<file path="src/source/gb_bus_pkg.sv">
`default_nettype none

package gb_bus_pkg;

    ////////////////////////////////////////////////////////////////////////////
    // Address map
    ////////////////////////////////////////////////////////////////////////////

    localparam logic [15:0] BOOT_END  = 16'h00FF; // Top of boot overlay
    localparam logic [15:0] CART_END  = 16'h7FFF; // Top of cartridge ROM
    localparam logic [15:0] CRAM_BASE = 16'hA000; // Cartridge RAM
    localparam logic [15:0] CRAM_END  = 16'hBFFF;
    localparam logic [15:0] WRAM_BASE = 16'hC000; // 8 KiB work RAM
    localparam logic [15:0] ECHO_BASE = 16'hE000; // Mirror of work RAM
    localparam logic [15:0] ECHO_END  = 16'hFDFF;
    localparam logic [15:0] OAM_BASE  = 16'hFE00; // Sprite attribute table
    localparam logic [15:0] OAM_END   = 16'hFE9F;
    localparam logic [15:0] HRAM_BASE = 16'hFF80; // High RAM
    localparam logic [15:0] HRAM_END  = 16'hFFFE;

    // Single byte registers
    localparam logic [15:0] MMIO_JOYP = 16'hFF00;
    localparam logic [15:0] MMIO_IF   = 16'hFF0F;
    localparam logic [15:0] MMIO_DMA  = 16'hFF46;
    localparam logic [15:0] MMIO_BOOT = 16'hFF50;
    localparam logic [15:0] MMIO_IE   = 16'hFFFF;

    localparam logic [7:0] DMA_LENGTH = 8'd160; // Bytes per OAM transfer

    // Bit positions in IF and IE
    localparam int INT_VBLANK = 0;
    localparam int INT_LCDC   = 1;

    ////////////////////////////////////////////////////////////////////////////
    // Types
    ////////////////////////////////////////////////////////////////////////////

    typedef enum logic [3:0] {
        REGION_BROM, REGION_CART, REGION_CRAM, REGION_WRAM,
        REGION_OAM,  REGION_HRAM, REGION_JOYP, REGION_IF,
        REGION_IE,   REGION_DMA,  REGION_BOOT, REGION_JUNK
    } mem_region_t;

    typedef enum logic {
        MASTER_CPU = 1'b0,
        MASTER_DMA = 1'b1
    } master_t;

    typedef enum logic [1:0] {
        DMA_IDLE, DMA_READ, DMA_WAIT, DMA_WRITE
    } dma_state_t;

    typedef struct packed {
        logic [15:0] addr;
        logic [7:0]  wdata;
        logic        we;
        logic        re;
    } bus_req_t;

    typedef struct packed {
        bus_req_t req;
        master_t  master; // Who issued it
    } tagged_req_t;

    typedef struct packed {
        tagged_req_t treq;
        mem_region_t region;
        logic [12:0] offset; // Byte index inside region
    } decoded_req_t;

    typedef struct packed {
        logic       valid; // Read data present
        master_t    master;
        logic [7:0] rdata;
    } bus_rsp_t;

    typedef struct packed {
        logic [15:0] addr;
        logic [7:0]  wdata;
        logic        wr;
        logic        rd;
        logic        cs; // External RAM select
    } cart_bus_t;

endpackage

`default_nettype wire

</file>
<file path="src/source/address_decode.sv">
`timescale 1ns/10ps
`default_nettype none

module address_decode import gb_bus_pkg::*; (
    input  wire              clk,
    input  wire              reset,
    input  wire tagged_req_t master_req, // From stage 1
    input  wire              boot_done,  // Overlay off once set
    output decoded_req_t     dec_req     // Stage 2 register
);

    logic [15:0] addr;
    logic [15:0] base;   // Start of the chosen region
    logic [15:0] span;   // addr minus base
    logic        boot_off;
    mem_region_t region;

    assign addr = master_req.req.addr;
    assign span = addr - base;

    // FF50 write sitting in stage 3 this cycle already drops the overlay
    assign boot_off = boot_done
                   || (dec_req.treq.req.we && dec_req.region == REGION_BOOT);

    always_comb begin
        region = REGION_JUNK; // VRAM, PPU, audio etc. land here
        base   = 16'h0000;
        if (addr <= BOOT_END && !boot_off) begin
            region = REGION_BROM;      // Overlay hides cart bytes 0000-00FF
        end else if (addr <= CART_END) begin
            region = REGION_CART;
        end else if (addr >= CRAM_BASE && addr <= CRAM_END) begin
            region = REGION_CRAM;
            base   = CRAM_BASE;
        end else if (addr >= WRAM_BASE && addr < ECHO_BASE) begin
            region = REGION_WRAM;
            base   = WRAM_BASE;
        end else if (addr >= ECHO_BASE && addr <= ECHO_END) begin
            region = REGION_WRAM;      // Echo folds onto work RAM
            base   = ECHO_BASE;
        end else if (addr >= OAM_BASE && addr <= OAM_END) begin
            region = REGION_OAM;
            base   = OAM_BASE;
        end else if (addr >= HRAM_BASE && addr <= HRAM_END) begin
            region = REGION_HRAM;
            base   = HRAM_BASE;
        end else begin
            case (addr)
                MMIO_JOYP: region = REGION_JOYP;
                MMIO_IF:   region = REGION_IF;
                MMIO_DMA:  region = REGION_DMA;
                MMIO_BOOT: region = REGION_BOOT;
                MMIO_IE:   region = REGION_IE;
                default:   region = REGION_JUNK;
            endcase
        end
    end

    // Stage 2 register
    always_ff @(posedge clk) begin
        dec_req.treq   <= master_req;
        dec_req.region <= region;
        dec_req.offset <= span[12:0]; // Largest region is 8 KiB
        if (reset) begin
            dec_req.treq.req.we <= 1'b0;
            dec_req.treq.req.re <= 1'b0;
        end
    end

endmodule

`default_nettype wire

</file>
<file path="config.mk">
export PLATFORM = sky130hd
export DESIGN_NAME = address_decode
export DESIGN_NICKNAME = d
export VERILOG_FILES = /design/src/source/gb_bus_pkg.sv /design/src/source/address_decode.sv
export SDC_FILE = /design/constraint.sdc
export NUM_CORES = 1
export LEC_CHECK = 0
export BUFFER_PORTS_ARGS = -buffer_cell sky130_fd_sc_hd__buf_2
export CAP_MARGIN = 25
export CORE_MARGIN = 2
export CORE_UTILIZATION = 46
export DETAILED_ROUTE_END_ITERATION = 16
export HOLD_SLACK_MARGIN = 0.15
export MAX_ROUTING_LAYER = met4
export PLACE_DENSITY = 0.86
export SYNTH_ARGS = -nofsm -noshare
export SYNTH_HDL_FRONTEND = slang
export SYNTH_SLANG_ARGS = --single-unit
</file>
<file path="constraint.sdc">
create_clock -name clk -period 4.1 [get_ports clk]
set_input_delay 0.615 -clock clk [delete_from_list [all_inputs] [get_ports clk]]
set_output_delay 0.615 -clock clk [all_outputs]
set_load 0.02 [all_outputs]
</file>
* Yosys cells after proc, flatten, opt, wreduce, memory -nomap -nowiden
Cells that the tools add are included.
W data, S select, Z words.
** Storage, ports and cells
- Register bits :: 44
- Input port bits :: 30
- Output and inout bits :: 44
- Logic and storage cells :: 55
** Operators by class
- Add/sub/neg operators :: 1
- Order comparisons :: 12
- Eq/ne operators :: 6
- Mux-type cells :: 14
- Reductions and logical operators :: 12
** Operators with widths (number)
- $mux W13 :: 7
- $eq A16 B16 Y1 const B :: 5
- $ge A16 B16 Y1 const B :: 5
- $le A16 B16 Y1 const B :: 4
- $pmux W4 S5 :: 1
- $le A16 B15 Y1 const B :: 1
- $le A16 B8 Y1 const B :: 1
- $lt A16 B16 Y1 const B :: 1
- $sub A13 B13 Y13 :: 1
- $logic_and A1 B1 Y1 :: 7
- $reduce_or A7 Y1 :: 1
- $mux W2 :: 3
- $mux W3 :: 2
- $reduce_or A5 Y1 :: 1
- $eq A4 B4 Y1 const B :: 1
- $reduce_or A2 Y1 :: 1
- $logic_not A1 Y1 :: 1
- $logic_or A1 B1 Y1 :: 1
- $mux W1 :: 1

* Depth between registers and ports, before layout
- Depth in word-level cells :: 10
- Gate-level depth with buffers :: 10
- Gate-level depth less buffers :: 10

* Worst setup path before layout
No wires, ideal clock.
- Path type :: input to register
- From :: input master_req[20] (netlist name)
- To :: register dec_req[11] (netlist name)
- Library setup time :: 0.072 ns
- Arrival :: 2.266 ns
- Required time :: 4.028 ns
- Path slack :: 1.762 ns
- Stages :: 10
- Buffers on the path :: 0
- Cell sequence :: and4_4 > and3_2 > nand3_1 > inv_1 > ha_1 > inv_1 > fa_1 > a21o_1 > a21oi_1 > xnor2_1
** On the way
- Cells in the longest elaborated chain, start to end :: 10
- Elaborated cells between the ends (all ways) :: 26
- Classes of those cells :: add/sub (1); order compare (12); mux (7); reduce/logical (6)
** RTL lines
- start: declaration :: RTL line address_decode.sv:7 : input wire tagged_req_t master_req,
- $ge A16 B16 Y1 / $le A16 B16 Y1 (equally long branches) :: RTL line address_decode.sv:44 : end else if (addr >= HRAM_BASE && addr <= HRAM_END) begin
- $logic_and A1 B1 Y1 :: RTL line address_decode.sv:44
- $mux W13 :: RTL line address_decode.sv:44
- $mux W13 :: RTL line address_decode.sv:41 : end else if (addr >= OAM_BASE && addr <= OAM_END) begin
- $mux W13 :: RTL line address_decode.sv:38 : end else if (addr >= ECHO_BASE && addr <= ECHO_END) begin
- $mux W13 :: RTL line address_decode.sv:35 : end else if (addr >= WRAM_BASE && addr < ECHO_BASE) begin
- $mux W13 :: RTL line address_decode.sv:32 : end else if (addr >= CRAM_BASE && addr <= CRAM_END) begin
- $mux W13 :: RTL line address_decode.sv:30 : end else if (addr <= CART_END) begin
- $mux W13 :: RTL line address_decode.sv:28 : if (addr <= BOOT_END && !boot_off) begin
- $sub A13 B13 Y13 * :: RTL line address_decode.sv:19 : assign span = addr - base;
- named net span[11] :: RTL line address_decode.sv:14 : logic [15:0] span;
- end: declaration :: RTL line address_decode.sv:9 : output decoded_req_t dec_req
The timed path passes the listed nets; every way through them passes the cells marked *.
A chain may end at the register's enable or synchronous reset.

* Worst setup path after layout
Same ends and word-level chain as after synthesis.

==> results.json <==
{
  "async_flop_share_pct": 0,
  "clk_slew_on_worst_s_h_paths_ns": 0.11,
  "post_cts_buffers": 0,
  "cpLargestDelayFamily": "simple AND/OR/NAND/NOR gates",
  "number_of_vias_per_cell_after_detailed_routing": 5.16,
  "n_antenna_cell": 0,
  "pwr_density_cell_mw_per_mm2": 395,
  "max_freq_ghz": 0.428,
  "drt-total-wl_um": 2880,
  "timing.setup.critical_path_class": "in2reg",
  "cell_area_after_technology_mapping_mm2": 0.00129,
  "largest-register": "dec_req",
  "fraction_of_power_consumed_by_the_clock_network_pct": 26.9,
  "path_common_cell": "sky130_fd_sc_hd__inv_1",
  "vias": 1146,
  "muxShareOfSynthArea_pct": 0,
  "critPathBufInv": 3,
  "power_report.internal_total_mw": 0.484,
  "startpoint_type": "input port",
  "syn_area_per_cell_um2": 11.0,
  "h-tree-depth": 2,
  "post_synth_num_cell_types": 37,
  "globalplace.congestion": 0.845,
  "hold-path-cell-count": 1,
  "netlist.area_leader.share_pct": 57.4,
  "clock_tree.buffer_depth": 2,
  "worst_hold_path_type": "in2reg",
  "setup_viol": 0,
  "net-switching-power_mw": 0.188,
  "yosys.area_share.simple_pct": 18.3,
  "r2r_setup_slack_ns": 3.04,
  "worst_hold_startpoint": "master_req[7]",
  "worstPathRequired_ns": 4.37,
  "global_route_wire_length_before_repair_um": 4520,
  "postSynth.topFlopCell": "sky130_fd_sc_hd__dfxtp_1",
  "rr_worst_depth": 5,
  "total_die_area_mm2": 0.00325,
  "design.final.nets": 226,
  "sequential_share_of_the_synthesized_area_pct": 57.4,
  "grt_setup_unrepaired": "no",
  "grt_antenna_before_repair": 0,
  "rows": 19,
  "final_min_period_over_clock_period_pct": 57.0,
  "post-dp-hpwl_um": 2300,
  "tritoncts": "done",
  "critical_path.max_fanout": 5,
  "synth_top_family_by_area": "simple AND/OR/NAND/NOR gates",
  "timing.clock.skew_ns": 0.0000688,
  "synth.ff_latch_count": 37,
  "period_minus_slack_ns": 2.34,
  "syn_nets": 153,
  "pwr-share-comb_pct": 15.6,
  "largest_register_ffs": 37,
  "final_antenna_net_count": 0,
  "remaining_max_slew_budget_at_the_tightest_pin_pct": 72.7,
  "tritoncts.num_buffers": 5,
  "crit_chain": "buf_2 -> and4_4 -> and3_2 -> nand3_1 -> inv_1 -> ha_1 -> inv_1 -> fa_1 -> a21o_1 -> a21oi_1 -> xnor2_1",
  "layout_setup_ws_ns": 1.76,
  "cts_hold_bufs": 0,
  "drive_gt1_share_pct": 47.1,
  "cap_violations": 0,
  "layout.cells.most_common_list": "sky130_fd_sc_hd__buf_2, sky130_fd_sc_hd__dfxtp_1, sky130_fd_sc_hd__nand2_1, sky130_fd_sc_hd__a21oi_1",
  "grt_pass1_vias": 1062,
  "tightest_slew_ns": 0.406,
  "timing.hold.worst_endpoint": "dec_req[24]$_DFF_P_",
  "post_synth_fa_ha_maj_area_fraction_pct": 6.40,
  "worst_path_max_delay_cell": "sky130_fd_sc_hd__fa_1",
  "cts_repair_resize_count": 0,
  "initial_core_util_pct": 47.6,
  "syn_inst": 117,
  "power.share.sequential_pct": 57.4,
  "cpPeakStageDelay_ns": 0.40,
  "synth_top_cells_by_area": "sky130_fd_sc_hd__dfxtp_1, sky130_fd_sc_hd__ha_1, sky130_fd_sc_hd__buf_4, sky130_fd_sc_hd__a21oi_1, sky130_fd_sc_hd__nand2_1",
  "peakVddDrop_v": 0.000298,
  "detail_route.first_pass.iterations": 4,
  "fraction_of_synthesized_cell_area_in_xor_and_xnor_cells_pct": 2.71,
  "post_synth_edffs": 0,
  "critical_path_arrival_ns": 2.61,
  "number_of_filler_cells_placed_in_the_layout": 231,
  "flow.area_growth_from_synthesis_pct": 31.5,
  "power.static_leakage_nw": 0.829,
  "reg.largest.list": "dec_req (37)",
  "final_max_slew_viol_count": 0,
  "status": "finished clean",
  "finalHoldViolations": 0,
  "cts.sink_count": 37,
  "post-place-ws_ns": 1.40,
  "tot_gr_track_use_pct": 19.0,
  "ios": 74,
  "post_synthesis_compound_gate_area_fraction_pct": 9.69,
  "ys.warnings.count": 0,
  "pin_count_of_the_biggest_net_entering_global_routing": 13,
  "timing.rr.start": "dec_req[15]$_SDFF_PP0_",
  "wl_per_cell_um": 13.0,
  "gr-total-overflow": 0,
  "die_w_um": 57.0,
  "initialDrtViolationCount": 38,
  "timing.setup.tns_ns": 0,
  "r2r-end": "dec_req[13]$_SDFF_PP0_",
  "die-height_um": 57.0,
  "mostFrequentLayoutCell": "sky130_fd_sc_hd__buf_2",
  "cp-end-kind": "flop",
  "placement.io_buffers": 73,
  "clock_latency_ns": 0.34,
  "cts_root_buffer": "sky130_fd_sc_hd__clkbuf_4",
  "power.share.switching_pct": 27.9,
  "core_area_mm2": 0.00271,
  "post_synth_top_area_cell": "sky130_fd_sc_hd__dfxtp_1",
  "drc": 0
}
## cell usage after synthesis, types with 2 or more instances
cell type	instances
sky130_fd_sc_hd__nor2_1	5
sky130_fd_sc_hd__nand3_1	3
sky130_fd_sc_hd__xnor2_1	2
sky130_fd_sc_hd__o21ai_0	2
sky130_fd_sc_hd__buf_4	7
sky130_fd_sc_hd__a21o_1	2
sky130_fd_sc_hd__dfxtp_1	37
sky130_fd_sc_hd__nand2_1	9
sky130_fd_sc_hd__nor4_1	3
sky130_fd_sc_hd__a21oi_1	9
sky130_fd_sc_hd__inv_1	4
sky130_fd_sc_hd__xor2_1	2
sky130_fd_sc_hd__nor2b_1	2
sky130_fd_sc_hd__or2_1	2
sky130_fd_sc_hd__o211ai_1	2
sky130_fd_sc_hd__ha_1	5
## cell families (layout without fill, tap and decap cells)
family | count (synthesis) | count (layout)
flip-flops | 37 | 37
AND/OR/NAND/NOR | 38 | 38
AO/OA/AOI/OAI | 20 | 20
XOR/XNOR | 4 | 4
adder cells (fa/ha/maj) | 6 | 6
buffers and inverters | 12 | 86
## stage by stage
step	util [%]	cells	instance area [µm²]	hold slack [ns]	power (mW)
global placement	60.6	214	1640	0.717	0.497
CTS	62.6	222	1700	0.357	0.678
detailed placement	60.6	214	1640	0.720	0.499
floorplan	-	117	1290	0.643	0.454
global route	62.6	222	1700	0.345	0.704
finish	62.6	222	1700	0.365	0.671
## power by group through the flow
stage | clock [mW] | sequential (mW) | combinational [mW]
2_1_floorplan | 0 | 0.422 | 0.0320
3_3_place_gp | 0 | 0.394 | 0.103
3_5_place_dp | 0 | 0.394 | 0.105
4_1_cts | 0.187 | 0.386 | 0.105
5_1_grt | 0.203 | 0.388 | 0.113
6_report | 0.181 | 0.386 | 0.105
## layer usage
| metal | global-route usage [%] | routed length [µm] | share of wire (%) |
|---|---|---|---|
| met5 | - | 0 | 0 |
| met4 | 13.0 | 104 | 3.6 |
| met3 | 6.35 | 277 | 9.6 |
| met2 | 30.5 | 1430 | 50 |
| met1 | 19.7 | 1060 | 37 |
## worst reg2reg max path, stage by stage (launching register included)
cell and delay, ns:
sky130_fd_sc_hd__dfxtp_1 0.34, sky130_fd_sc_hd__nand4b_1 0.10, sky130_fd_sc_hd__o211ai_1 0.08, sky130_fd_sc_hd__nor4_1 0.20, sky130_fd_sc_hd__a21oi_1 0.08, sky130_fd_sc_hd__o32a_1 0.16
## final cells by class
class                           instances  area (µm²)  area share [%]
Clock inverter                          3        17.5            1.03
Sequential cell                        37         741            43.6
Inverter                                5        18.8            1.11
Timing Repair Buffer                   73         365            21.5
Tap cell                               31        38.8            2.28
Multi-Input combinational cell         68         479            28.2
Clock buffer                            5        37.5            2.21
## worst max path at each step
stage                    from                   to  cells after the start
2_1_floorplan  master_req[20]  dec_req[11]$_DFF_P_                     10
5_1_grt        master_req[20]  dec_req[11]$_DFF_P_                     11
3_5_place_dp   master_req[20]  dec_req[11]$_DFF_P_                     11
4_1_cts        master_req[20]  dec_req[11]$_DFF_P_                     11
6_report       master_req[20]  dec_req[11]$_DFF_P_                     11
3_3_place_gp   master_req[20]  dec_req[11]$_DFF_P_                     11
No activity file was read; power rests on OpenSTA's default activity.
