[src/source/gb_bus_pkg.sv]
`default_nettype none

package gb_bus_pkg;

    ////////////////////////////////////////////////////////////////////////////
    // Address map
    ////////////////////////////////////////////////////////////////////////////

    localparam logic [15:0] BOOT_END  = 16'h00FF; // Top of boot overlay
    localparam logic [15:0] CART_END  = 16'h7FFF; // Top of cartridge ROM
    localparam logic [15:0] CRAM_BASE = 16'hA000; // Cartridge RAM
    localparam logic [15:0] CRAM_END  = 16'hBFFF;
    localparam logic [15:0] WRAM_BASE = 16'hC000; // 8 KiB work RAM
    localparam logic [15:0] ECHO_BASE = 16'hE000; // Mirror of work RAM
    localparam logic [15:0] ECHO_END  = 16'hFDFF;
    localparam logic [15:0] OAM_BASE  = 16'hFE00; // Sprite attribute table
    localparam logic [15:0] OAM_END   = 16'hFE9F;
    localparam logic [15:0] HRAM_BASE = 16'hFF80; // High RAM
    localparam logic [15:0] HRAM_END  = 16'hFFFE;

    // Single byte registers
    localparam logic [15:0] MMIO_JOYP = 16'hFF00;
    localparam logic [15:0] MMIO_IF   = 16'hFF0F;
    localparam logic [15:0] MMIO_DMA  = 16'hFF46;
    localparam logic [15:0] MMIO_BOOT = 16'hFF50;
    localparam logic [15:0] MMIO_IE   = 16'hFFFF;

    localparam logic [7:0] DMA_LENGTH = 8'd160; // Bytes per OAM transfer

    // Bit positions in IF and IE
    localparam int INT_VBLANK = 0;
    localparam int INT_LCDC   = 1;

    ////////////////////////////////////////////////////////////////////////////
    // Types
    ////////////////////////////////////////////////////////////////////////////

    typedef enum logic [3:0] {
        REGION_BROM, REGION_CART, REGION_CRAM, REGION_WRAM,
        REGION_OAM,  REGION_HRAM, REGION_JOYP, REGION_IF,
        REGION_IE,   REGION_DMA,  REGION_BOOT, REGION_JUNK
    } mem_region_t;

    typedef enum logic {
        MASTER_CPU = 1'b0,
        MASTER_DMA = 1'b1
    } master_t;

    typedef enum logic [1:0] {
        DMA_IDLE, DMA_READ, DMA_WAIT, DMA_WRITE
    } dma_state_t;

    typedef struct packed {
        logic [15:0] addr;
        logic [7:0]  wdata;
        logic        we;
        logic        re;
    } bus_req_t;

    typedef struct packed {
        bus_req_t req;
        master_t  master; // Who issued it
    } tagged_req_t;

    typedef struct packed {
        tagged_req_t treq;
        mem_region_t region;
        logic [12:0] offset; // Byte index inside region
    } decoded_req_t;

    typedef struct packed {
        logic       valid; // Read data present
        master_t    master;
        logic [7:0] rdata;
    } bus_rsp_t;

    typedef struct packed {
        logic [15:0] addr;
        logic [7:0]  wdata;
        logic        wr;
        logic        rd;
        logic        cs; // External RAM select
    } cart_bus_t;

endpackage

`default_nettype wire

[src/source/bus_master_select.sv]
`timescale 1ns/10ps
`default_nettype none

module bus_master_select import gb_bus_pkg::*; (
    input  wire           clk,
    input  wire           reset,
    input  wire bus_req_t cpu_req,    // CPU port, one cycle level
    input  wire           dma_start,  // Pulse from FF46 write
    input  wire [7:0]     dma_page,   // Source page
    input  wire bus_rsp_t bus_rsp,    // Stage 3 response
    output logic          cpu_stall,
    output tagged_req_t   master_req  // Stage 1 register
);

    dma_state_t  dma_state;
    logic [7:0]  dma_index;  // Byte being moved
    logic [7:0]  dma_data;   // Held between read and write
    logic [7:0]  dma_base;   // Page latched at start
    logic        rsp_hit;    // Our read came back
    tagged_req_t next_req;

    assign rsp_hit   = bus_rsp.valid && (bus_rsp.master == MASTER_DMA);
    assign cpu_stall = (dma_state != DMA_IDLE); // CPU locked out for whole transfer

    ////////////////////////////////////////////////////////////////////////////
    // OAM DMA sequencer
    ////////////////////////////////////////////////////////////////////////////

    always_ff @(posedge clk) begin
        if (reset) begin
            dma_state <= DMA_IDLE;
            dma_index <= '0;
        end else begin
            case (dma_state)
                DMA_IDLE: begin
                    if (dma_start) begin
                        dma_state <= DMA_READ;
                        dma_index <= '0;
                    end
                end
                DMA_READ: dma_state <= DMA_WAIT; // Read goes out this cycle
                DMA_WAIT: begin
                    // Latency depends on what is in flight ahead of us
                    if (rsp_hit) begin
                        dma_state <= DMA_WRITE;
                    end
                end
                DMA_WRITE: begin
                    if (dma_index == DMA_LENGTH - 8'd1) begin
                        dma_state <= DMA_IDLE; // Last byte issued
                    end else begin
                        dma_state <= DMA_READ;
                        dma_index <= dma_index + 8'd1;
                    end
                end
                default: dma_state <= DMA_IDLE;
            endcase
        end
    end

    always_ff @(posedge clk) begin
        if (dma_state == DMA_IDLE && dma_start) begin
            dma_base <= dma_page;
        end
        if (dma_state == DMA_WAIT && rsp_hit) begin
            dma_data <= bus_rsp.rdata; // Byte for the OAM write
        end
    end

    ////////////////////////////////////////////////////////////////////////////
    // Master selection
    ////////////////////////////////////////////////////////////////////////////

    always_comb begin
        next_req = '0; // Empty slot by default
        case (dma_state)
            DMA_IDLE: begin
                next_req.req    = cpu_req;
                next_req.master = MASTER_CPU;
            end
            DMA_READ: begin
                next_req.req.addr = {dma_base, dma_index}; // page * 256 + index
                next_req.req.re   = 1'b1;
                next_req.master   = MASTER_DMA;
            end
            DMA_WRITE: begin
                next_req.req.addr  = OAM_BASE + {8'h00, dma_index};
                next_req.req.wdata = dma_data;
                next_req.req.we    = 1'b1;
                next_req.master    = MASTER_DMA;
            end
            default: ; // Waiting on read data
        endcase
    end

    // Stage 1 register, only the strobes are cleared
    always_ff @(posedge clk) begin
        master_req <= next_req;
        if (reset) begin
            master_req.req.we <= 1'b0;
            master_req.req.re <= 1'b0;
        end
    end

endmodule

`default_nettype wire

[config.mk]
export PLATFORM = sky130hd
export DESIGN_NAME = bus_master_select
export DESIGN_NICKNAME = d
export VERILOG_FILES = /design/src/source/gb_bus_pkg.sv /design/src/source/bus_master_select.sv
export SDC_FILE = /design/constraint.sdc
export NUM_CORES = 1
export LEC_CHECK = 0
export BUFFER_PORTS_ARGS = -buffer_cell sky130_fd_sc_hd__buf_2
export CORE_ASPECT_RATIO = 0.7
export CORE_UTILIZATION = 44
export CTS_CLUSTER_SIZE = 12
export DETAILED_ROUTE_END_ITERATION = 10
export PLACE_DENSITY = 0.75
export SKIP_LAST_GASP = 1
export SYNTH_ARGS = -nofsm -noshare
export SYNTH_HDL_FRONTEND = slang
export SYNTH_SLANG_ARGS = --single-unit
[constraint.sdc]
create_clock -name clk -period 1.78 [get_ports clk]
set_input_delay 0.356 -clock clk [delete_from_list [all_inputs] [get_ports clk]]
set_output_delay 0.356 -clock clk [all_outputs]
set_load 0.05 [all_outputs]
=== Yosys cells after proc, flatten, opt, wreduce, memory -nomap -nowiden ===
Cells that the tools add are included.

* $add $sub $neg: 2
* Eq/ne operators: 7
* Multiplexer cells: 11
* Reduce and logical (&&, ||, !) cells: 9

{| class="wikitable"
|+ Operator list
! cell !! number
|-
| $pmux 16 s3 || 1
|-
| $pmux 9 s2 || 1
|-
| $mux 8 || 2
|-
| $pmux 8 s2 || 1
|-
| $add 10x9->11 const A || 1
|-
| $add 8x1->8 const B || 1
|-
| $eq 8x8->1 const B || 1
|-
| $pmux 2 s4 || 1
|-
| $ne 2x2->1 const B || 3
|-
| $eq 2x2->1 const B || 2
|-
| $mux 2 || 2
|-
| $reduce_bool 2->1 || 2
|-
| $logic_and 1x1->1 || 3
|-
| $reduce_and 3->1 || 1
|-
| $eq 2x1->1 const B || 1
|-
| $logic_not 2->1 || 1
|-
| $mux 1 || 2
|-
| $pmux 1 s2 || 1
|-
| $reduce_and 2->1 || 1
|-
| $reduce_or 2->1 || 1
|}

* Register bits after elaboration: 53
* Input bits: 47
* Word-level logic and storage cells: 38

=== Depth between registers and ports, before layout ===
Gate-level depths: netlist of run 1.

* Depth in word-level cells: 3
* Gate-level depth with buffers: 7
* Depth with buffers taken out: 6

=== Worst setup path after synthesis of run 1 ===
OpenSTA, ideal clock, no wires.

* Path kind: reg2out
* Start point: register dma_state[0]
* End point: output cpu_stall
* Arrival: 1.655 ns
* Setup slack: -0.231 ns
* Cell stages (with the launch flop): 7
* Path buffers: 3
* Cells stage by stage: dfxtp_1 clkbuf_1 inv_1 ha_1 buf_2 buf_1 inv_1

* Longest elaborated chain between the ends: 1

{| class="wikitable"
|+ RTL lines
! what !! RTL line !! text
|-
| start: declaration || bus_master_select.sv:15 || <nowiki>dma_state_t dma_state;</nowiki>
|-
| start signal: assignment || bus_master_select.sv:31 || <nowiki>dma_state <= DMA_IDLE;</nowiki>
|-
| start signal: assignment || bus_master_select.sv:37 || <nowiki>dma_state <= DMA_READ;</nowiki>
|-
| start signal: assignment || bus_master_select.sv:41 || <nowiki>DMA_READ: dma_state <= DMA_WAIT;</nowiki>
|-
| $reduce_bool 2->1 || bus_master_select.sv:23 || <nowiki>assign cpu_stall = (dma_state != DMA_IDLE);</nowiki>
|-
| end: declaration || bus_master_select.sv:11 || <nowiki>output logic cpu_stall,</nowiki>
|}

No other way between the ends.

=== Worst setup path after layout of run 1 ===
* Start point: register dma_state[1]
* End point: output cpu_stall

Same word-level chain as after synthesis.

==> results of run 1 <==
-- path summary, 6_finish.rpt --
check / endpoint / slack, ns / depth (start not counted)
max: cpu_stall / 0.06 / 5
min: dma_data[2]$_DFFE_PP_ / 0.23 / 1
max reg2reg: dma_state[0]$_SDFFE_PP0P_ / 0.14 / 6
min reg2reg: master_req[4]$_DFF_P_ / 0.50 / 2
-- cell families (layout without fill, tap and decap cells) --
family / after synthesis / in the layout / share of synthesized area
and+or+nand+nor: 56 / 56 / 0.142
DFF: 53 / 53 / 0.599
AOI/OAI and AO/OA: 45 / 45 / 0.166
buffers and inverters: 18 / 95 / 0.0350
adders and majority gates: 7 / 7 / 0.0429
muxes: 3 / 3 / 0.0153
-- sequential cells by signal (all words and copies together) (netlist names) --
name and flops:
dma_data 8, dma_base 8, dma_state 2, dma_index 8
master_req 27
-- synthesized netlist by cell type, types with 2 or more instances --
library cell	number	area share
a21oi_1	9	0.022
a221oi_1	8	0.034
a22oi_1	17	0.063
and2_1	2	0.0061
buf_1	2	0.0037
buf_2	3	0.0074
clkbuf_1	7	0.013
dfxtp_1	37	0.36
edfxtp_1	16	0.24
ha_1	7	0.043
inv_1	5	0.0092
mux2i_1	2	0.0098
nand2_1	7	0.013
nand2b_1	3	0.0092
nand3_1	3	0.0074
nand4_1	2	0.0061
nor2_1	27	0.050
nor3_1	3	0.0074
o21ai_0	2	0.0049
o32ai_1	2	0.0086
-- routing by layer --
| metal | wire length [um] | track usage | up-vias |
|---|---|---|---|
| met3 | 271 | 0.0463 | 7 |
| met1 | 2200 | 0.276 | 747 |
| met2 | 1960 | 0.272 | 45 |
| met4 | 53 | 0.0764 | 0 |
| li1 | - | - | 816 |
| met5 | 0 | 0 | - |
-- final cells by class --
cell class / instances / share of cell area
clock buffer: 6 / 0.0279
clock inverter: 2 / 0.00529
inverter: 6 / 0.00962
multi-input combinational: 111 / 0.293
sequential: 53 / 0.469
tap: 55 / 0.0264
timing repair buffer: 81 / 0.168
-- power by group through the flow --
stage          Clock [uW]  Combinational [uW]  Sequential, uW
3_3_place_gp            0                2510            1730
4_1_cts               677                2560            1710
2_1_floorplan           0                 941            2720
6_report              661                2640            1700
3_5_place_dp            0                2530            1730
5_1_grt               729                2820            1740
-- stage by stage --
step                utilization  power, uW  setup TNS, ns
finish                    0.591       5000              0
global placement          0.564       4230              0
CTS                       0.585       4940              0
floorplan                     -       3660              0
detailed placement        0.564       4260              0
global route              0.591       5280       -0.00421
-- worst max-delay path, cell delays in order, from the launching register on --
cell	delay, ns
dfxtp_1	0.32
inv_1	0.11
ha_2	0.26
buf_12	0.18
inv_4	0.03
buf_4	0.18
-- repair_timing --
action	in CTS	in global routing
endpoints found under the setup margin	1	5
gates resized for setup	2	6
pin swaps	0	0
gates cloned	0	0
==> reports/metrics.csv, run 1 <==
metric,value,unit
startpoint_type,register,
first_pass_iters,5,
place_congestion,0.859,
slew_viol_final,0,
tightest_slew,0.574,ns
layout-drive-gt1-share,0.382,
syn_area,2040,um^2
cts_hold_buf,0,
multi_input_area,763,um^2
cts_root_buffer,clkbuf_8,
period_share,0.968,
end_kind,output pin,
cap_violations,0,
pin_count,75,
skew,0.00267,ns
synth.avg_cell_area,11.2,um^2
finalSetupViolations,0,
min_from,bus_rsp[2],
synth_cell_types,38,
syn_inst,182,
clock.fmax,0.580,GHz
max_slew_margin,0.618,
clock_sinks,53,
ys.flop_type,dfxtp_1,
rows,20,
path_class,reg2out,
r2r_start,dma_state[1]$_SDFFE_PP0P_,
postRouteAntennaNets,0,
die_x,83.4,um
min_path_type,in2reg,
htreeDepth,2,
grt_antenna_before_repair,0,
syn_to_final_growth,27.6,%
cp.required,1.42,ns
arrival,1.37,ns
setup_slack,0.0564,ns
grt_pass1_vias,1490,
start_util,0.463,
cts_tree,done,
vias,1615,
clock_latency,0.30,ns
routed_via_density,5.14,
cp-startpoint,dma_state[1]$_SDFFE_PP0P_,
clk_pin_slew,0.09,ns
fin_nets,312,
p_sw,2340,uW
drc_errors,0,
syn-num-nets,236,
placed_cells,306,
whs,0.225,ns
internal-power,2660,uW
grt_pass1_wl,7.16,mm
cts_setup_buffers,0,
ys_seq_area_frac,0.599,
grt_max_degree,22,
synth-edff-count,16,
pwr-share-seq,0.340,
design_area,2600,um^2
final_cells,314,
hpwlAfterDp,3.32,mm
port_buffers,74,
ir_drop,0.00119,V
seq_area,1220,um^2
ys_warn_count,0,
postSynth.asyncResetShare,0,
leakagePower,0.00113,uW
first_iter_violations,83,
dpl_worst_slack,0.113,ns
clkPwrFrac,0.132,
cts_buffers,5,
layout_common_cells,"73 x buf_2, 37 x dfxtp_1, 27 x nor2_1",
globalRouteOverflowTotal,0,
antenna_cells,0,
min_period,1.72,ns
track_usage,0.189,
p_per_area,1920,nW/um^2
drt_wl_total,4.49,mm
dieArea,4920,um^2
combPwrFrac,0.528,
die_y,59.0,um
hold_violations,0,
sw_frac_of_total,0.468,
wire_per_inst,14.3,um
layout_commonest_cell,buf_2,
n_fill_cell,381,
dpl-instance-area,2480,um^2
path_max_fanout,21,
ys_ff_latch,53,
clockBufferDepth,2,
outcome,completed,
core_area,4400,um^2
Note: power is estimated with default switching activity, not from simulation.
==> run 2: changes to the inputs <==
CORE_UTILIZATION = 48   (was 44)
PLACE_DENSITY = 0.78   (was 0.75)
clock period = 1.89 ns   (was 1.78 ns; I/O delays follow)
==> reports/metrics.csv, run 2 (synthesized netlist as in run 1, its figures left out) <==
metric,value,unit,change
outcome,completed,,unchanged
drt_wl_total,4.66,mm,was 4.49 mm
antenna_cells,0,,unchanged
dpl_worst_slack,0.220,ns,was 0.113 ns
syn_to_final_growth,26.9,%,was 27.6%
grt_pass1_vias,1555,,was 1490
regMostFlops,master_req,,unchanged
core_area,3990,um^2,was 4400 um^2
wire_per_inst,15.1,um,was 14.3 um
finalSetupViolations,0,,unchanged
track_usage,0.218,,was 0.189
setup_slack,0.102,ns,was 0.0564 ns
die_x,79.9,um,was 83.4 um
min_period,1.79,ns,
cts_root_buffer,clkbuf_8,,unchanged
grt_max_degree,29,,was 22
cts_setup_buffers,0,,unchanged
first_pass_iters,5,,unchanged
grt_pass1_wl,7.30,mm,was 7.16 mm
use_met2,0.320,,was 0.272
max_slew_margin,0.604,,was 0.618
cap_violations,0,,unchanged
grt-busiest-layer,met2,,was met1
pin_count,75,,unchanged
rsz0062_at_grt,no,,
place_congestion,0.961,,was 0.859
end_kind,output pin,,unchanged
layout_common_cells,"73 x buf_2, 36 x dfxtp_1, 27 x nor2_1",,"was 73 x buf_2, 37 x dfxtp_1, 27 x nor2_1"
cts_hold_buf,0,,unchanged
n_fill_cell,325,,was 381
port_buffers,74,,unchanged
drc_errors,0,,unchanged
start_util,0.511,,was 0.463
cts_buffers,5,,unchanged
grt.met3_usage,0.0569,,was 0.0463
largest_reg_flops,27,,unchanged
p_per_area,1860,nW/um^2,was 1920 nW/um^2
die_y,56.5,um,was 59.0 um
dieArea,4520,um^2,was 4920 um^2
clk_pin_slew,0.09,ns,about the same
path_class,reg2out,,unchanged
hpwlAfterDp,3.22,mm,was 3.32 mm
clock_latency,0.31,ns,was 0.30 ns
arrival,1.41,ns,was 1.37 ns
leakagePower,0.00112,uW,was 0.00113 uW
path_max_fanout,28,,was 21
clockBufferDepth,2,,unchanged
slew_viol_final,0,,unchanged
clock_sinks,53,,unchanged
routed_via_density,5.46,,was 5.14
skew,0.00650,ns,was 0.00267 ns
grt_use_met1,0.298,,was 0.276
cp.required,1.51,ns,was 1.42 ns
hold_violations,0,,unchanged
min_path_type,in2reg,,unchanged
layout-drive-gt1-share,0.371,,was 0.382
startpoint_type,register,,unchanged
first_iter_violations,94,,was 83
clock.fmax,0.559,GHz,
tightest_slew,0.594,ns,was 0.574 ns
period_share,0.946,,
ir_drop,0.00122,V,was 0.00119 V
finalSetupTns,0,ns,unchanged
postRouteAntennaNets,0,,unchanged
cts_tree,done,,unchanged
grt_antenna_before_repair,0,,unchanged
layout_commonest_cell,buf_2,,unchanged
rows,19,,was 20
htreeDepth,2,,unchanged
vias,1681,,was 1615
globalRouteOverflowTotal,0,,unchanged
fin_nets,309,,was 312
run 2: final cells by class:
| cell class | count | area [um^2] | area share |
|---|---|---|---|
| Sequential cell | 53 | 1220 | 0.472 |
| Tap cell | 52 | 65.1 | 0.0251 |
| Inverter | 6 | 25.0 | 0.00967 |
| Multi-Input combinational cell | 111 | 749 | 0.290 |
| Timing Repair Buffer | 78 | 415 | 0.160 |
| Clock buffer | 6 | 72.6 | 0.0280 |
| Clock inverter | 2 | 38.8 | 0.0150 |
run 2: per-stage QoR:
step	hold WS, ns	instance area, um^2	instances	power, uW	util
global placement	0.481	2470	300	3970	0.619
CTS	0.229	2590	308	4800	0.648
global route	0.221	2590	308	5040	0.648
detailed placement	0.476	2470	300	4020	0.619
finish	0.234	2590	308	4810	0.648
floorplan	0.455	2040	182	3440	-
run 2: what timing repair did:
item,CTS,global route
hold endpoints to repair,0,0
gates resized for setup,2,2
setup endpoints to repair,1,1
cloned,0,0
run 2: worst max-delay path: stages (launching register included):
cell and delay [ns]:
dfxtp_2 0.36, inv_1 0.11, ha_2 0.23, buf_12 0.19, inv_4 0.03, buf_4 0.18
run 2: worst paths after layout:
kind,slack [ns],cells after the start,from,endpoint
worst max-delay path,0.10,5,dma_state[1]$_SDFFE_PP0P_,cpu_stall
worst max register to register,0.17,6,dma_state[0]$_SDFFE_PP0P_,dma_index[3]$_SDFFE_PP0P_
worst min-delay path,0.23,1,dma_page[4],dma_base[4]$_DFFE_PP_
worst min register to register,0.51,2,dma_data[5]$_DFFE_PP_,master_req[8]$_DFF_P_
run 2: routing by layer:
metal	wire (um)	share of wire	up-vias
li1	-	-	810
met4	112	0.024	0
met3	365	0.078	12
met2	2070	0.45	70
met1	2100	0.45	789
met5	0	0	-
run 2: power breakdown:
group | total (uW) | switching (uW) | leakage, uW | internal, uW
registers | 1620 | 87.6 | 0.000455 | 1530
logic | 2430 | 1760 | 0.000608 | 664
clock network | 766 | 368 | 0.0000554 | 398
total | 4810 | 2220 | 0.00112 | 2590
==> run 3: changes to the inputs <==
ABC_AREA = 1   (was default)
CORE_UTILIZATION = 49   (was 48)
SKIP_CTS_REPAIR_TIMING = 1   (was default)
==> reports/metrics.csv, run 3 <==
metric,value,unit,change
syn_inst,248,,was 182
p_total,4890,uW,was 4810 uW
port_buffers,74,,unchanged
clock.fmax,0.570,GHz,was 0.559 GHz
htreeDepth,2,,unchanged
cp-startpoint,dma_state[0]$_SDFFE_PP0P_,,was dma_state[1]$_SDFFE_PP0P_
hpwlAfterDp,3.52,mm,was 3.22 mm
cts_root_buffer,clkbuf_8,,unchanged
place_congestion,0.878,,was 0.961
worstHoldPathCells,1,,unchanged
rows,19,,unchanged
end_kind,output pin,,unchanged
tightest_slew,0.315,ns,was 0.594 ns
postRouteAntennaNets,0,,unchanged
synth-edff-count,16,,unchanged
p_per_area,1790,nW/um^2,was 1860 nW/um^2
postSynth.asyncResetShare,0,,unchanged
synth_area_leaders,"dfxtp_1 34%, edfxtp_1 22%, nand2_1 13%",,"was dfxtp_1 36%, edfxtp_1 24%, a22oi_1 6.3%"
synth_cell_types,23,,was 38
layout_commonest_cell,nand2_1,,was buf_2
dpl_worst_slack,0.148,ns,was 0.220 ns
layout-drive-gt1-share,0.319,,was 0.371
grt_max_degree,17,,was 29
skew,0.00400,ns,was 0.00650 ns
synth_top_area_frac,0.338,,was 0.363
core_area,4090,um^2,was 3990 um^2
die_y,57.9,um,was 56.5 um
vias,1831,,was 1681
first_pass_iters,5,,unchanged
path_class,reg2out,,unchanged
endpoint,cpu_stall,,unchanged
routed_via_density,4.81,,was 5.46
layout_common_cells,"75 x nand2_1, 74 x buf_2, 37 x dfxtp_1",,"was 73 x buf_2, 36 x dfxtp_1, 27 x nor2_1"
syn_to_final_growth,24.8,%,was 26.9%
setup_slack,0.136,ns,was 0.102 ns
grt_antenna_before_repair,0,,unchanged
fin_nets,382,,was 309
ys_ff_latch,53,,unchanged
globalRouteOverflowTotal,0,,unchanged
max_slew_margin,0.790,,was 0.604
reg2regPathDepth,9,,was 6
leakagePower,0.00135,uW,was 0.00112 uW
wire_per_inst,12.1,um,was 15.1 um
syn-num-nets,302,,was 236
path_max_fanout,10,,was 28
start_util,0.536,,was 0.511
n_fill_cell,335,,was 325
ys.flop_type,dfxtp_1,,unchanged
dieArea,4750,um^2,was 4520 um^2
startpoint_type,register,,unchanged
reg2reg_to,dma_state[0]$_SDFFE_PP0P_,,was dma_index[3]$_SDFFE_PP0P_
arrival,1.38,ns,was 1.41 ns
ys_warn_count,0,,unchanged
min_path_type,in2reg,,unchanged
die_x,81.9,um,was 79.9 um
grt_pass1_wl,7.80,mm,was 7.30 mm
drt_wl_total,4.62,mm,was 4.66 mm
clock_latency,0.30,ns,was 0.31 ns
clk_pin_slew,0.09,ns,about the same
regMostFlops,master_req,,unchanged
syn_area,2190,um^2,was 2040 um^2
cts_buffers,5,,unchanged
synth.avg_cell_area,8.83,um^2,was 11.2 um^2
rsz0062_at_grt,no,,unchanged
cts_tree,done,,unchanged
antenna_cells,0,,unchanged
cp.required,1.51,ns,about the same
pin_count,75,,unchanged
hold_violations,0,,unchanged
finalSetupViolations,0,,unchanged
slew_viol_final,0,,unchanged
drc_errors,0,,unchanged
synth_top_area_cell,dfxtp_1,,unchanged
r2r_start,dma_state[0]$_SDFFE_PP0P_,,unchanged
yosys-top-cells-count,"75 x nand2_1, 37 x dfxtp_1, 28 x a21oi_1, 28 x inv_1, 16 x edfxtp_1",,"was 37 x dfxtp_1, 27 x nor2_1, 17 x a22oi_1"
cap_violations,0,,unchanged
outcome,completed,,unchanged
grt_pass1_vias,1761,,was 1555
ys_seq_area_frac,0.557,,was 0.599
period_share,0.928,,was 0.946
ir_drop,0.00101,V,was 0.00122 V
largest_reg_flops,27,,unchanged
ff2ff_setup_slack,0.27,ns,was 0.17 ns
yosysMostFrequentCell,nand2_1,,was dfxtp_1
track_usage,0.222,,was 0.218
clockBufferDepth,2,,unchanged
first_iter_violations,89,,was 94
min_period,1.75,ns,was 1.79 ns
clock_sinks,53,,unchanged
whs,0.242,ns,was 0.234 ns
-- run 3: cell count changes after synthesis, moves of 8 or more --
cell	delta
nand2_1	+68
a221oi_1	-8
a21oi_1	+19
a22oi_1	-17
inv_1	+23
nor2_1	-13
-- run 3: how the worst min path moves through the flow --
stage / startpoint / slack (ns) / endpoint
floorplan: reset / 0.45 / dma_index[2]$_SDFFE_PP0P_
global placement: dma_data[4]$_DFFE_PP_ / 0.48 / master_req[7]$_DFF_P_
detailed placement: dma_data[3]$_DFFE_PP_ / 0.49 / master_req[6]$_DFF_P_
CTS: bus_rsp[0] / 0.24 / dma_data[0]$_DFFE_PP_
global route: bus_rsp[5] / 0.22 / dma_data[5]$_DFFE_PP_
finish: bus_rsp[0] / 0.24 / dma_data[0]$_DFFE_PP_
-- run 3: worst max-delay path, cell delays in order (launching register included) --
cell,delay [ns]
dfxtp_1,0.34
inv_1,0.16
ha_4,0.25
clkinvlp_4,0.11
buf_2,0.22
-- run 3: final cells by class --
class / count / area (um^2) / area share
Timing Repair Buffer: 84 / 445 / 0.163
Clock buffer: 5 / 68.8 / 0.0252
Sequential cell: 53 / 1220 / 0.446
Clock inverter: 3 / 17.5 / 0.00640
Multi-Input combinational cell: 155 / 805 / 0.294
Tap cell: 52 / 65.1 / 0.0238
Inverter: 29 / 113 / 0.0412
-- run 3: metal layers --
layer | vias to the layer above | global-route usage | part of all wire
met2 | 80 | 0.335 | 0.41
met3 | 6 | 0.0630 | 0.094
li1 | 957 | - | -
met1 | 788 | 0.309 | 0.48
met5 | - | 0 | 0
met4 | 0 | 0.0677 | 0.0093
-- run 3: per-stage QoR --
stage               utilization  cell area, um^2  std cells  setup TNS (ns)
finish                    0.669             2740        381               0
global route              0.669             2740        381               0
CTS                       0.666             2720        381        -0.00799
detailed placement        0.645             2640        373               0
global placement          0.645             2640        373               0
floorplan                     -             2200        248               0
-- run 3: kinds of logic (layout without fill, tap and decap cells) --
family                   Yosys count  count (layout)  share of synthesized area
flip-flops                        53              53                      0.557
buffers and inverters             40             121                     0.0834
adder cells (fa/ha/maj)            7               7                     0.0400
AO/OA/AOI/OAI                     39              39                      0.107
AND/OR/NAND/NOR                  109             109                      0.212
-- run 3: where the power goes --
group,switching [uW],internal (uW)
registers,109,1540
logic,1890,742
clock network,359,256
